File: src/hw/light_grid_params.svh
`ifndef LIGHT_GRID_PARAMS_SVH
`define LIGHT_GRID_PARAMS_SVH

//////////////////////////////////////////////////
// Grid geometry
//////////////////////////////////////////////////

`define LG_ROWS 16
`define LG_COLS 16
`define LG_BANK_COLS 8      // Columns held by one bank.

// Row or column coordinate.
`define LG_POS_BITS 4

//////////////////////////////////////////////////
// Data widths
//////////////////////////////////////////////////

`define LG_LIGHT_BITS 8
`define LG_RESULT_BITS 16
`define LG_INSTR_BITS 18    // Opcode plus four coordinates.

// Read, modify, write.
`define LG_UPDATE_LATENCY 3

`endif
File: src/hw/light_ctrl_pkg.sv
package light_ctrl_pkg;

    // Sequencer FSM.
    typedef enum logic [2:0] {
        idle_ready,     // Waiting for a command.
        capture,
        update_rows,
        sum_sweep,
        combine,
        clear_sweep,
        done
    } seq_state_e;

endpackage

File: src/hw/light_cmd_pkg.sv
`include "light_grid_params.svh"

package light_cmd_pkg;

    // Opcode encoding of the instruction word.
    typedef enum logic [1:0] {
        turn_off = 2'b00,
        toggle   = 2'b01,
        reserved = 2'b10,
        turn_on  = 2'b11
    } op_e;

    typedef logic [`LG_POS_BITS-1:0] pos_t;

    // Rectangle command, opcode in the top bits.
    typedef struct packed {
        op_e  op;
        pos_t start_row;
        pos_t start_col;
        pos_t end_row;
        pos_t end_col;
    } cmd_s;

endpackage

File: src/hw/grid_ctrl_if.sv
`include "light_grid_params.svh"

// Sequencer to bank control, shared by both banks.
interface grid_ctrl_if;

    light_cmd_pkg::cmd_s cmd;
    logic [`LG_POS_BITS-1:0] rd_row;
    logic [`LG_POS_BITS-1:0] wr_row;
    logic we;
    logic clear;        // Write zeros.
    logic sum_en;       // Accumulate the row read data.
    logic sum_clr;

    modport seq (
        output cmd,
        output rd_row,
        output wr_row,
        output we,
        output clear,
        output sum_en,
        output sum_clr
    );

    modport bank (
        input cmd,
        input rd_row,
        input wr_row,
        input we,
        input clear,
        input sum_en,
        input sum_clr
    );

endinterface

File: src/hw/light_grid.sv
`include "light_grid_params.svh"

module light_grid (
    input  logic                       clk,
    input  logic                       reset,
    input  logic                       instr_valid,
    input  logic                       instr_last,
    input  logic [`LG_INSTR_BITS-1:0]  instr_data,
    output logic                       instr_ready,
    output logic                       count_done,
    output logic [`LG_RESULT_BITS-1:0] count_value
);

    logic combine_en;
    logic result_clr;
    logic [`LG_RESULT_BITS-1:0] sum_lo;
    logic [`LG_RESULT_BITS-1:0] sum_hi;

    grid_ctrl_if ctrl ();

    light_sequencer i_sequencer (
        .clk         (clk),
        .reset       (reset),
        .instr_valid (instr_valid),
        .instr_last  (instr_last),
        .instr_data  (instr_data),
        .instr_ready (instr_ready),
        .count_done  (count_done),
        .combine_en  (combine_en),
        .result_clr  (result_clr),
        .ctrl        (ctrl.seq)
    );

    // Left and right column halves.
    grid_bank #(.BASE_COL(0)) i_bank_lo (
        .clk      (clk),
        .reset    (reset),
        .ctrl     (ctrl.bank),
        .bank_sum (sum_lo)
    );

    grid_bank #(.BASE_COL(`LG_BANK_COLS)) i_bank_hi (
        .clk      (clk),
        .reset    (reset),
        .ctrl     (ctrl.bank),
        .bank_sum (sum_hi)
    );

    intensity_combiner i_combiner (
        .clk         (clk),
        .reset       (reset),
        .combine_en  (combine_en),
        .result_clr  (result_clr),
        .sum_a       (sum_lo),
        .sum_b       (sum_hi),
        .count_value (count_value)
    );

endmodule

File: src/hw/intensity_combiner.sv
`include "light_grid_params.svh"

module intensity_combiner (
    input  logic                       clk,
    input  logic                       reset,
    input  logic                       combine_en,
    input  logic                       result_clr,
    input  logic [`LG_RESULT_BITS-1:0] sum_a,
    input  logic [`LG_RESULT_BITS-1:0] sum_b,
    output logic [`LG_RESULT_BITS-1:0] count_value
);

    logic [`LG_RESULT_BITS-1:0] total;

    assign total = sum_a + sum_b;   // Stimulus keeps this in range.

    // Held until the next batch starts.
    always_ff @(posedge clk) begin
        if (reset) begin
            count_value <= '0;
        end else if (result_clr) begin
            count_value <= '0;
        end else if (combine_en) begin
            count_value <= total;
        end
    end

endmodule

File: src/hw/grid_bank.sv
`include "light_grid_params.svh"

module grid_bank #(
    parameter int BASE_COL = 0
) (
    input  logic                       clk,
    input  logic                       reset,
    grid_ctrl_if.bank                  ctrl,
    output logic [`LG_RESULT_BITS-1:0] bank_sum
);

    localparam int LB = `LG_LIGHT_BITS;
    localparam int ROW_BITS = `LG_BANK_COLS * LB;

    logic [ROW_BITS-1:0] mem [`LG_ROWS];
    logic [ROW_BITS-1:0] rd_data;
    logic [ROW_BITS-1:0] row_upd;
    logic [ROW_BITS-1:0] wr_data;
    logic [`LG_RESULT_BITS-1:0] row_total;

    function automatic logic [LB-1:0] apply_op(
        input light_cmd_pkg::op_e op,
        input logic [LB-1:0]      light
    );
        case (op)
            light_cmd_pkg::turn_on:  apply_op = light + 1'b1;
            light_cmd_pkg::turn_off: apply_op = (light != '0) ? light - 1'b1 : light;
            light_cmd_pkg::toggle:   apply_op = light + 2'd2;
            default:                 apply_op = light;  // Reserved.
        endcase
    endfunction

    //////////////////////////////////////////////////
    // Row RAM, one read and one write port
    //////////////////////////////////////////////////

    always_ff @(posedge clk) begin
        rd_data <= mem[ctrl.rd_row];
    end

    always_ff @(posedge clk) begin
        if (ctrl.we) begin
            mem[ctrl.wr_row] <= ctrl.clear ? '0 : wr_data;
        end
    end

    // Per column update.
    for (genvar j = 0; j < `LG_BANK_COLS; j++) begin : g_col
        localparam int COL = BASE_COL + j;

        logic [LB-1:0] light;
        logic in_range;

        assign light = rd_data[j*LB +: LB];
        assign in_range = (int'(ctrl.cmd.start_col) <= COL) && (COL <= int'(ctrl.cmd.end_col));
        assign row_upd[j*LB +: LB] = in_range ? apply_op(ctrl.cmd.op, light) : light;
    end

    always_ff @(posedge clk) begin
        wr_data <= row_upd;     // Written one cycle later.
    end

    // Row sum and accumulator.
    always_comb begin
        row_total = '0;
        for (int j = 0; j < `LG_BANK_COLS; j++) begin
            row_total = row_total + `LG_RESULT_BITS'(rd_data[j*LB +: LB]);
        end
    end

    always_ff @(posedge clk) begin
        if (reset || ctrl.sum_clr) begin
            bank_sum <= '0;
        end else if (ctrl.sum_en) begin
            bank_sum <= bank_sum + row_total;
        end
    end

endmodule

File: src/hw/light_sequencer.sv
`include "light_grid_params.svh"

module light_sequencer (
    input  logic                      clk,
    input  logic                      reset,
    input  logic                      instr_valid,
    input  logic                      instr_last,
    input  logic [`LG_INSTR_BITS-1:0] instr_data,
    output logic                      instr_ready,
    output logic                      count_done,
    output logic                      combine_en,
    output logic                      result_clr,
    grid_ctrl_if.seq                  ctrl
);

    localparam int LAT = `LG_UPDATE_LATENCY;
    localparam int RD_STAGE = 0;
    localparam int DATA_STAGE = 1;
    localparam int WR_STAGE = LAT - 1;
    localparam logic [`LG_POS_BITS-1:0] LAST_ROW = `LG_POS_BITS'(`LG_ROWS - 1);

    light_ctrl_pkg::seq_state_e state;
    light_ctrl_pkg::seq_state_e state_nxt;
    light_cmd_pkg::cmd_s cmd_q;
    logic last_q;
    logic accept;
    logic rows_done;
    logic sum_done;
    logic clear_last;
    logic [LAT-1:0][`LG_POS_BITS-1:0] row_sr;   // Stage 0 is the read row.
    logic [LAT-1:0] we_sr;
    logic [LAT-1:0] sum_sr;

    assign accept = instr_valid && instr_ready;
    assign rows_done = we_sr[WR_STAGE] && (row_sr[WR_STAGE] == cmd_q.end_row);
    assign sum_done = sum_sr[WR_STAGE] && (row_sr[WR_STAGE] == LAST_ROW);
    assign clear_last = we_sr[WR_STAGE] && (row_sr[WR_STAGE] == LAST_ROW);

    //////////////////////////////////////////////////
    // FSM
    //////////////////////////////////////////////////

    always_ff @(posedge clk) begin
        if (reset) begin
            state <= light_ctrl_pkg::clear_sweep;   // Wipe the grid first.
            instr_ready <= 1'b0;
        end else begin
            state <= state_nxt;
            instr_ready <= (state_nxt == light_ctrl_pkg::idle_ready);
        end
    end

    always_comb begin
        state_nxt = state;
        case (state)
            light_ctrl_pkg::idle_ready: begin
                if (accept) begin
                    state_nxt = light_ctrl_pkg::capture;
                end
            end
            light_ctrl_pkg::capture: state_nxt = light_ctrl_pkg::update_rows;
            light_ctrl_pkg::update_rows: begin
                if (rows_done) begin
                    state_nxt = last_q ? light_ctrl_pkg::sum_sweep : light_ctrl_pkg::idle_ready;
                end
            end
            light_ctrl_pkg::sum_sweep: begin
                if (sum_done) begin
                    state_nxt = light_ctrl_pkg::combine;
                end
            end
            light_ctrl_pkg::combine: state_nxt = light_ctrl_pkg::clear_sweep;
            light_ctrl_pkg::clear_sweep: begin
                if (clear_last) begin
                    state_nxt = last_q ? light_ctrl_pkg::done : light_ctrl_pkg::idle_ready;
                end
            end
            default: state_nxt = light_ctrl_pkg::idle_ready;
        endcase
    end

    always_ff @(posedge clk) begin
        if (accept) begin
            cmd_q <= light_cmd_pkg::cmd_s'(instr_data);
        end
    end

    always_ff @(posedge clk) begin
        if (reset) begin
            last_q <= 1'b0;
            count_done <= 1'b0;
        end else if (accept) begin
            last_q <= instr_last;
            count_done <= 1'b0;
        end else if (state == light_ctrl_pkg::done) begin
            count_done <= 1'b1;    // Rises with instr_ready.
        end
    end

    //////////////////////////////////////////////////
    // Row pointer pipeline
    //////////////////////////////////////////////////

    always_ff @(posedge clk) begin
        if (reset) begin
            row_sr <= '0;
            we_sr <= '0;
            sum_sr <= '0;
        end else begin
            row_sr <= {row_sr[LAT-2:0], row_sr[RD_STAGE] + 1'b1};
            we_sr <= {we_sr[LAT-2:0], 1'b0};
            sum_sr <= {sum_sr[LAT-2:0], 1'b0};
            case (state)
                light_ctrl_pkg::capture: begin
                    row_sr[RD_STAGE] <= cmd_q.start_row;
                    we_sr[RD_STAGE] <= 1'b1;
                end
                light_ctrl_pkg::update_rows: begin
                    we_sr[RD_STAGE] <= we_sr[RD_STAGE] && (row_sr[RD_STAGE] != cmd_q.end_row);
                end
                light_ctrl_pkg::sum_sweep: begin
                    if (sum_sr == '0) begin     // Pipeline empty on entry.
                        row_sr[RD_STAGE] <= '0;
                        sum_sr[RD_STAGE] <= 1'b1;
                    end else begin
                        sum_sr[RD_STAGE] <= sum_sr[RD_STAGE] && (row_sr[RD_STAGE] != LAST_ROW);
                    end
                end
                light_ctrl_pkg::combine: begin
                    row_sr[WR_STAGE] <= '0;
                    we_sr[WR_STAGE] <= 1'b1;
                end
                light_ctrl_pkg::clear_sweep: begin
                    // Clear drives the write stage directly.
                    row_sr[WR_STAGE] <= we_sr[WR_STAGE] ? row_sr[WR_STAGE] + 1'b1 : '0;
                    we_sr[WR_STAGE] <= !clear_last;
                end
                default: begin
                end
            endcase
        end
    end

    assign combine_en = (state == light_ctrl_pkg::combine);
    assign result_clr = accept && count_done;

    assign ctrl.cmd = cmd_q;
    assign ctrl.rd_row = row_sr[RD_STAGE];
    assign ctrl.wr_row = row_sr[WR_STAGE];
    assign ctrl.we = we_sr[WR_STAGE];
    assign ctrl.clear = (state == light_ctrl_pkg::clear_sweep);
    assign ctrl.sum_en = sum_sr[DATA_STAGE];    // Read data valid.
    assign ctrl.sum_clr = (state == light_ctrl_pkg::clear_sweep);

endmodule

File: config.mk
export PLATFORM = sky130hd
export DESIGN_NAME = light_grid
export DESIGN_NICKNAME = d
export VERILOG_FILES = /design/src/hw/light_ctrl_pkg.sv /design/src/hw/light_cmd_pkg.sv /design/src/hw/grid_ctrl_if.sv /design/src/hw/light_grid.sv /design/src/hw/intensity_combiner.sv /design/src/hw/grid_bank.sv /design/src/hw/light_sequencer.sv
export VERILOG_INCLUDE_DIRS = /design/src /design/src/hw
export SDC_FILE = /design/constraint.sdc
export NUM_CORES = 2
export LEC_CHECK = 0
export ABC_AREA = 1
export BUFFER_PORTS_ARGS = -buffer_cell sky130_fd_sc_hd__buf_2
export CORE_MARGIN = 8
export CORE_UTILIZATION = 50
export CTS_CLUSTER_SIZE = 14
export DETAILED_ROUTE_END_ITERATION = 12
export HOLD_SLACK_MARGIN = 0.12
export PLACE_DENSITY = 0.65
export SETUP_SLACK_MARGIN = 0.05
export SYNTH_ARGS = -nofsm -noshare
export SYNTH_HDL_FRONTEND = slang
export SYNTH_SLANG_ARGS = --single-unit
File: constraint.sdc
create_clock -name clk -period 9.2 [get_ports clk]
set_input_delay 0 -clock clk [delete_from_list [all_inputs] [get_ports clk]]
set_output_delay 0 -clock clk [all_outputs]
set_load 0.1 [all_outputs]
# Word level (Yosys, flattened, before mapping)
# Memories as Yosys holds them, arrays and structs flattened. A register that Yosys moved wholly into a read port is not among the register bits.
# Cells that the tools add are included.
[word_totals]
output_inout_bits = 18
rom_bits = 0
word_cells = 244
ramBits = 2048
ff_bits = 218
memories = 2
latchBits = 0
inputBits = 22
[mem_list]
columns = ["name", "words", "width", "rd", "rd_clocked_by_memory_dff", "wr", "line", "rtl"]
rows = [
  ["i_bank_hi.mem", 16, 64, 1, 1, 1, "grid_bank.sv:15", "logic [ROW_BITS-1:0] mem [`LG_ROWS];"],
  ["i_bank_lo.mem", 16, 64, 1, 1, 1, "grid_bank.sv:15", ""],
]
[classes]
n_shift = 0
n_bitwise = 1
mux = 66
n_mul = 0
n_eq_ne = 12
add_sub_neg = 67
n_div = 0
n_lt_le_gt_ge = 30
n_reduce_logical = 46
[ops]
columns = ["operator", "n"]
rows = [
  ["$pmux 8 s3", 16],
  ["$mux 8", 32],
  ["$add 16x8->16", 12],
  ["$add 8x1->8 const B", 16],
  ["$add 8x2->8 const B", 16],
  ["$mux 64", 2],
  ["$reduce_bool 8->1", 16],
  ["$sub 8x1->8 const B", 16],
  ["$add 16x16->16", 3],
  ["$le 4x4->1 const A", 8],
  ["$le 4x4->1 const B", 7],
  ["$logic_and 1x1->1", 21],
  ["$add 8x8->9", 2],
  ["$pmux 3 s6", 1],
  ["$le 3x4->1 const A", 4],
  ["$le 4x3->1 const B", 4],
  ["$pmux 4 s2", 2],
  ["$mux 3", 5],
  ["$eq 3x3->1 const B", 3],
  ["$logic_not 3->1", 3],
  ["$add 4x1->4 const B", 2],
  ["$le 2x4->1 const A", 2],
  ["$le 4x1->1 const B", 2],
  ["$le 4x2->1 const B", 2],
  ["other kinds (18)", 25],
]

# Longest topological paths before layout
[depth]
depth_word = 8
ltp_mapped = 27
ltp_nobuf = 27

# Modules after synthesis
# Synthesis repeated with hierarchy kept, for this count alone.
[unflattened]
hier_cells = 9572
hier_area_um2 = 104705.4
[by_module_without_submodules]
columns = ["module", "cells_each", "area_each_um2", "seq_area_each_um2", "n_inst"]
rows = [
  ["grid_bank at i_bank_lo", 4580, 50825.0, 33632.3, 1],
  ["grid_bank at i_bank_hi", 4528, 50523.5, 33632.3, 1],
  ["light_sequencer", 195, 1806.7, 1021.0, 1],
  ["intensity_combiner", 269, 1550.2, 320.3, 1],
]

# Worst setup path before layout
# OpenSTA, ideal clock, no wires.
[synth_timing]
path_type = "reg-to-reg"
startpoint = "register i_sequencer.row_sr, in the netlist i_sequencer.ctrl.wr_row[0]"
endpoint = "register i_sequencer.instr_ready"
slack_ns = 1.904
arrival_ns = 7.231
setup_ns = 0.065
path_stages_with_launch = 8
required_ns = 9.135
path_buffers = 0
synth_period_minus_slack_ns = 7.296
cell_sequence = "dfxtp_1 -> ha_1 -> nand2_1 -> nor2_1 -> o21ai_0 -> a21oi_1 -> nand3_1 -> nor2_1"
[synth_via]
elab_chain_len = 5
elab_cells_between_ends = 10
classes_between = "eq/ne: 2; mux: 4; reduce/logical: 4"
[synth_lines]
columns = ["item", "line", "rtl"]
rows = [
  ["start, declared", "light_sequencer.sv:30", "logic [LAT-1:0][`LG_POS_BITS-1:0] row_sr;"],
  ["start signal, assigned", "light_sequencer.sv:110", "row_sr <= {row_sr[LAT-2:0], row_sr[RD_STAGE] + 1'b1};"],
  ["start signal, assigned by index", "light_sequencer.sv:115", "row_sr[RD_STAGE] <= cmd_q.start_row;"],
  ["start signal, assigned by index", "light_sequencer.sv:135", "row_sr[WR_STAGE] <= we_sr[WR_STAGE] ? row_sr[WR_STAGE] + 1'b1 : '0;"],
  ["$eq 4x4->1, on equally long branches", "light_sequencer.sv:36, light_sequencer.sv:37, light_sequencer.sv:35", ""],
  ["$logic_and 1x1->1, on equally long branches", "light_sequencer.sv:37, light_sequencer.sv:35, light_sequencer.sv:36", ""],
  ["$mux 3, on equally long branches", "light_sequencer.sv:74, light_sequencer.sv:63, light_sequencer.sv:68", ""],
  ["$pmux 3 s6 (*)", "light_sequencer.sv:55", "case (state)"],
  ["$logic_not 3->1 (*)", "light_sequencer.sv:49", "instr_ready <= (state_nxt == light_ctrl_pkg::idle_ready);"],
  ["end signal, assigned", "light_sequencer.sv:49", ""],
  ["end, declared", "light_sequencer.sv:9", "output logic instr_ready,"],
]
# Mark *: on every way between the ends. The rest lies on a longest branch, timed or not.
# A chain may end at the register's enable or synchronous reset.

# Worst setup path after layout
[layout_timing]
startpoint = "register i_bank_hi.rd_data[0], read port of i_bank_hi.mem"
endpoint = "register i_bank_hi.bank_sum[13]"
[layout_via]
elab_chain_len = 8
[layout_lines]
columns = ["item", "line", "rtl"]
rows = [
  ["start, declared", "grid_bank.sv:16", "logic [ROW_BITS-1:0] rd_data;"],
  ["$add 8x8->9", "grid_bank.sv:67", "row_total = row_total + `LG_RESULT_BITS'(rd_data[j*LB +: LB]);"],
  ["$add 16x8->16 (6 in series)", "grid_bank.sv:67", ""],
  ["$add 16x16->16", "grid_bank.sv:75", "bank_sum <= bank_sum + row_total;"],
  ["end signal, assigned", "grid_bank.sv:75", ""],
  ["end, declared", "grid_bank.sv:9", "output logic [`LG_RESULT_BITS-1:0] bank_sum"],
]
# Every way passes these cells.

==> impl_metrics.json <==
{
  "outcome": "complete, no violations",
  "clock_path_buffers": 3,
  "drv_slew": 0,
  "fin_skew_ns": 0.0492,
  "nNetsFinal": 9948,
  "worstPathRequired_ns": 10.02,
  "synth_nets": 9996,
  "antenna_found_initial": 15,
  "relSlewSlack_pct": 31.8,
  "drcViolationCount": 0,
  "fmax_mhz": 187,
  "ys_top_cells_by_count": "edfxtp_1 (2,066), nand2_1 (1,807), nor2_1 (1,322), o21ai_0 (895), inv_1 (844)",
  "post-route-period-util_pct": 58.2,
  "cts_max_level": 4,
  "cts_tree": "yes",
  "synth_top_area_share_pct": 59.2,
  "drv_cap": 0,
  "post_cts_buffers": 0,
  "cts.clk_slew.worst_paths_ns": 0.06,
  "rsz0062_at_grt": "false",
  "cts.sinks": 2394,
  "grt_max_degree": 183,
  "grt_usage_pct": 26.3,
  "dpl_cell_area_um2": 107000,
  "hold_class": "primary input to register",
  "syn_to_final_growth_pct": 10.2,
  "yosys_warnings": 0,
  "port_buffers": 39,
  "cts_hold_buf": 45,
  "design_area_um2": 115000,
  "dieWidth_um": 474,
  "cts_resized": 0,
  "dp.cells": 12200,
  "synth_top_area_cell": "edfxtp_1",
  "netlist_area_um2": 105000,
  "gp_congestion": 0.935,
  "setup.worst_path.class": "register to register",
  "drtIter0Drc": 8576,
  "via_per_inst": 5.81,
  "grt_pass1_wl_um": 450000,
  "drt-total-wl_um": 303000,
  "grt_pass1_vias": 69000,
  "yosys-top-cells-area": "edfxtp_1 (59%), nand2_1 (6.5%), dfxtp_1 (6.3%)",
  "critPathCaptureType": "register",
  "setup_tns_ns": 0,
  "post_synth.cell_area_avg_um2": 10.8,
  "min_period_ns": 5.36,
  "die_area_um2": 225000,
  "io_pins": 40,
  "placement_rows": 168,
  "ys_seq_area_share_pct": 65.5,
  "synthCells": 9701,
  "vias": 73600,
  "synthFlopType": "edfxtp_1",
  "cts_root_buf": "clkbuf_16",
  "post-dp-hpwl_um": 169000,
  "num-fill-cells": 17600,
  "grt_overflow_total": 0,
  "crit_fanout": 8,
  "final_cells": 12700,
  "setup_viol": 0,
  "core_um2": 209000,
  "slowest_delay_ns": 0.53,
  "drive_gt1_share_pct": 5.49,
  "post_drt_wl_per_cell_um": 23.9,
  "tightest_slew_ns": 1.02,
  "async_reset_ff_share_pct": 0,
  "first_pass_iters": 6,
  "drtAntennaViolNets": 0,
  "start_util_pct": 50.2,
  "numCtsBuffers": 234,
  "synth-edff-count": 2066,
  "ys_ff_latch": 2394,
  "slowest_stage": "dfxtp_1",
  "yosysMostFrequentCell": "edfxtp_1",
  "clk_latency_ns": 0.90,
  "worstPathArrival_ns": 6.17,
  "cpMostUsedCell": "nand2_1",
  "start_kind": "register",
  "die_y_um": 474,
  "synth_cell_types": 47,
  "hold_viol": 0
}
cell families (layout without fill, tap and decap cells):
| kind of cell | after synthesis | in the layout | synth area share [%] |
|---|---|---|---|
| muxes | 1 | 1 | 0.00955 |
| buffers and inverters | 1344 | 1501 | 5.32 |
| and+or+nand+nor | 3770 | 3770 | 14.4 |
| other | 0 | 2 | 0 |
| xor gates and xnor gates | 85 | 85 | 0.710 |
| AOI/OAI and AO/OA | 1834 | 1834 | 10.2 |
| adders and majority gates | 273 | 273 | 3.95 |
| DFF | 2394 | 2394 | 65.5 |
per-layer routing:
layer  track usage [%]  vias up  share of wire (%)  routed length, µm
li1                  -    33500                  -                  -
met1              38.7    36300                 43             131000
met2              41.2     3330                 45             137000
met3              3.71      506                8.6              26000
met4              7.47        2                2.8               8530
met5                 0        -             0.0043                 13
stage by stage:
stage / hold WS, ns / util (%) / worst slack, ns
global route: 0.339 / 55.3 / 3.43
CTS: 0.282 / 55.3 / 3.87
global placement: 0.176 / 51.4 / 3.84
finish: 0.363 / 55.3 / 3.84
floorplan: 0.0829 / - / 1.90
detailed placement: 0.178 / 51.4 / 3.89
worst max-delay path, delay by kind of cell, from the launching register on:
family | cells | cell delay, ns
adders and majority gates | 7 | 2.86
and+or+nand+nor | 14 | 1.13
DFF | 1 | 0.53
AOI/OAI and AO/OA | 1 | 0.39
buffers and inverters | 4 | 0.22
xor gates and xnor gates | 1 | 0.14
area by class of cell:
cell class,count,area (µm²),area share (%)
Tap cell,2805,3510,3.04
Clock buffer,332,6450,5.59
Inverter,863,3280,2.84
Sequential cell,2394,68600,59.4
Multi-Input combinational cell,5963,30800,26.7
Antenna cell,2,5.00,0.00433
Clock inverter,109,1150,0.994
Timing Repair Buffer,197,1680,1.46
placed cells by master, fill, tap and decap left out, types with 41 or more instances in the layout:
master / synthesis / layout
edfxtp_1: 2066 / 2066
nor2_1: 1322 / 1305
nand2_1: 1807 / 1805
a31oi_1: 41 / 41
o22ai_1: 113 / 113
dlygate4sd3_1: 0 / 45
clkbuf_16: 0 / 235
o211ai_1: 244 / 244
xor2_1: 76 / 76
clkinv_1: 9 / 41
ha_1: 176 / 176
nand3_1: 517 / 516
buf_4: 48 / 98
clkbuf_1: 201 / 76
nor3_1: 45 / 45
o21ai_0: 895 / 895
o21ai_1: 98 / 98
a21oi_1: 241 / 241
inv_1: 844 / 842
o2111ai_1: 135 / 135
fa_1: 97 / 97
dfxtp_1: 328 / 324
nand4_1: 56 / 56
path summary, 6_finish.rpt:
check / from / to / slack [ns] / cells past startpoint
worst max register to register: i_bank_hi.rd_data[0]$_DFF_P_ / i_bank_hi.bank_sum[13]$_SDFFE_PP0P_ / 3.84 / 27
worst min-delay path: instr_data[14] / i_sequencer.ctrl.cmd[14]$_DFFE_PP_ / 0.36 / 3
worst max-delay path: i_bank_hi.rd_data[0]$_DFF_P_ / i_bank_hi.bank_sum[13]$_SDFFE_PP0P_ / 3.84 / 27
worst min register to register: i_sequencer.we_sr[0]$_SDFF_PP0_ / i_sequencer.we_sr[1]$_SDFF_PP0_ / 0.43 / 2
state kept, by name, indices dropped and copies added, names as in the netlist, 18 cells and up:
signal                cells
i_bank_lo.mem          1024
i_bank_lo.wr_data        64
i_bank_hi.wr_data        64
i_bank_hi.mem          1024
i_sequencer.ctrl.cmd     18
i_bank_lo.rd_data        64
i_bank_hi.rd_data        64
Power is not shown: default switching activity piles up to over one toggle a cycle in this logic, so the estimate is an artifact.
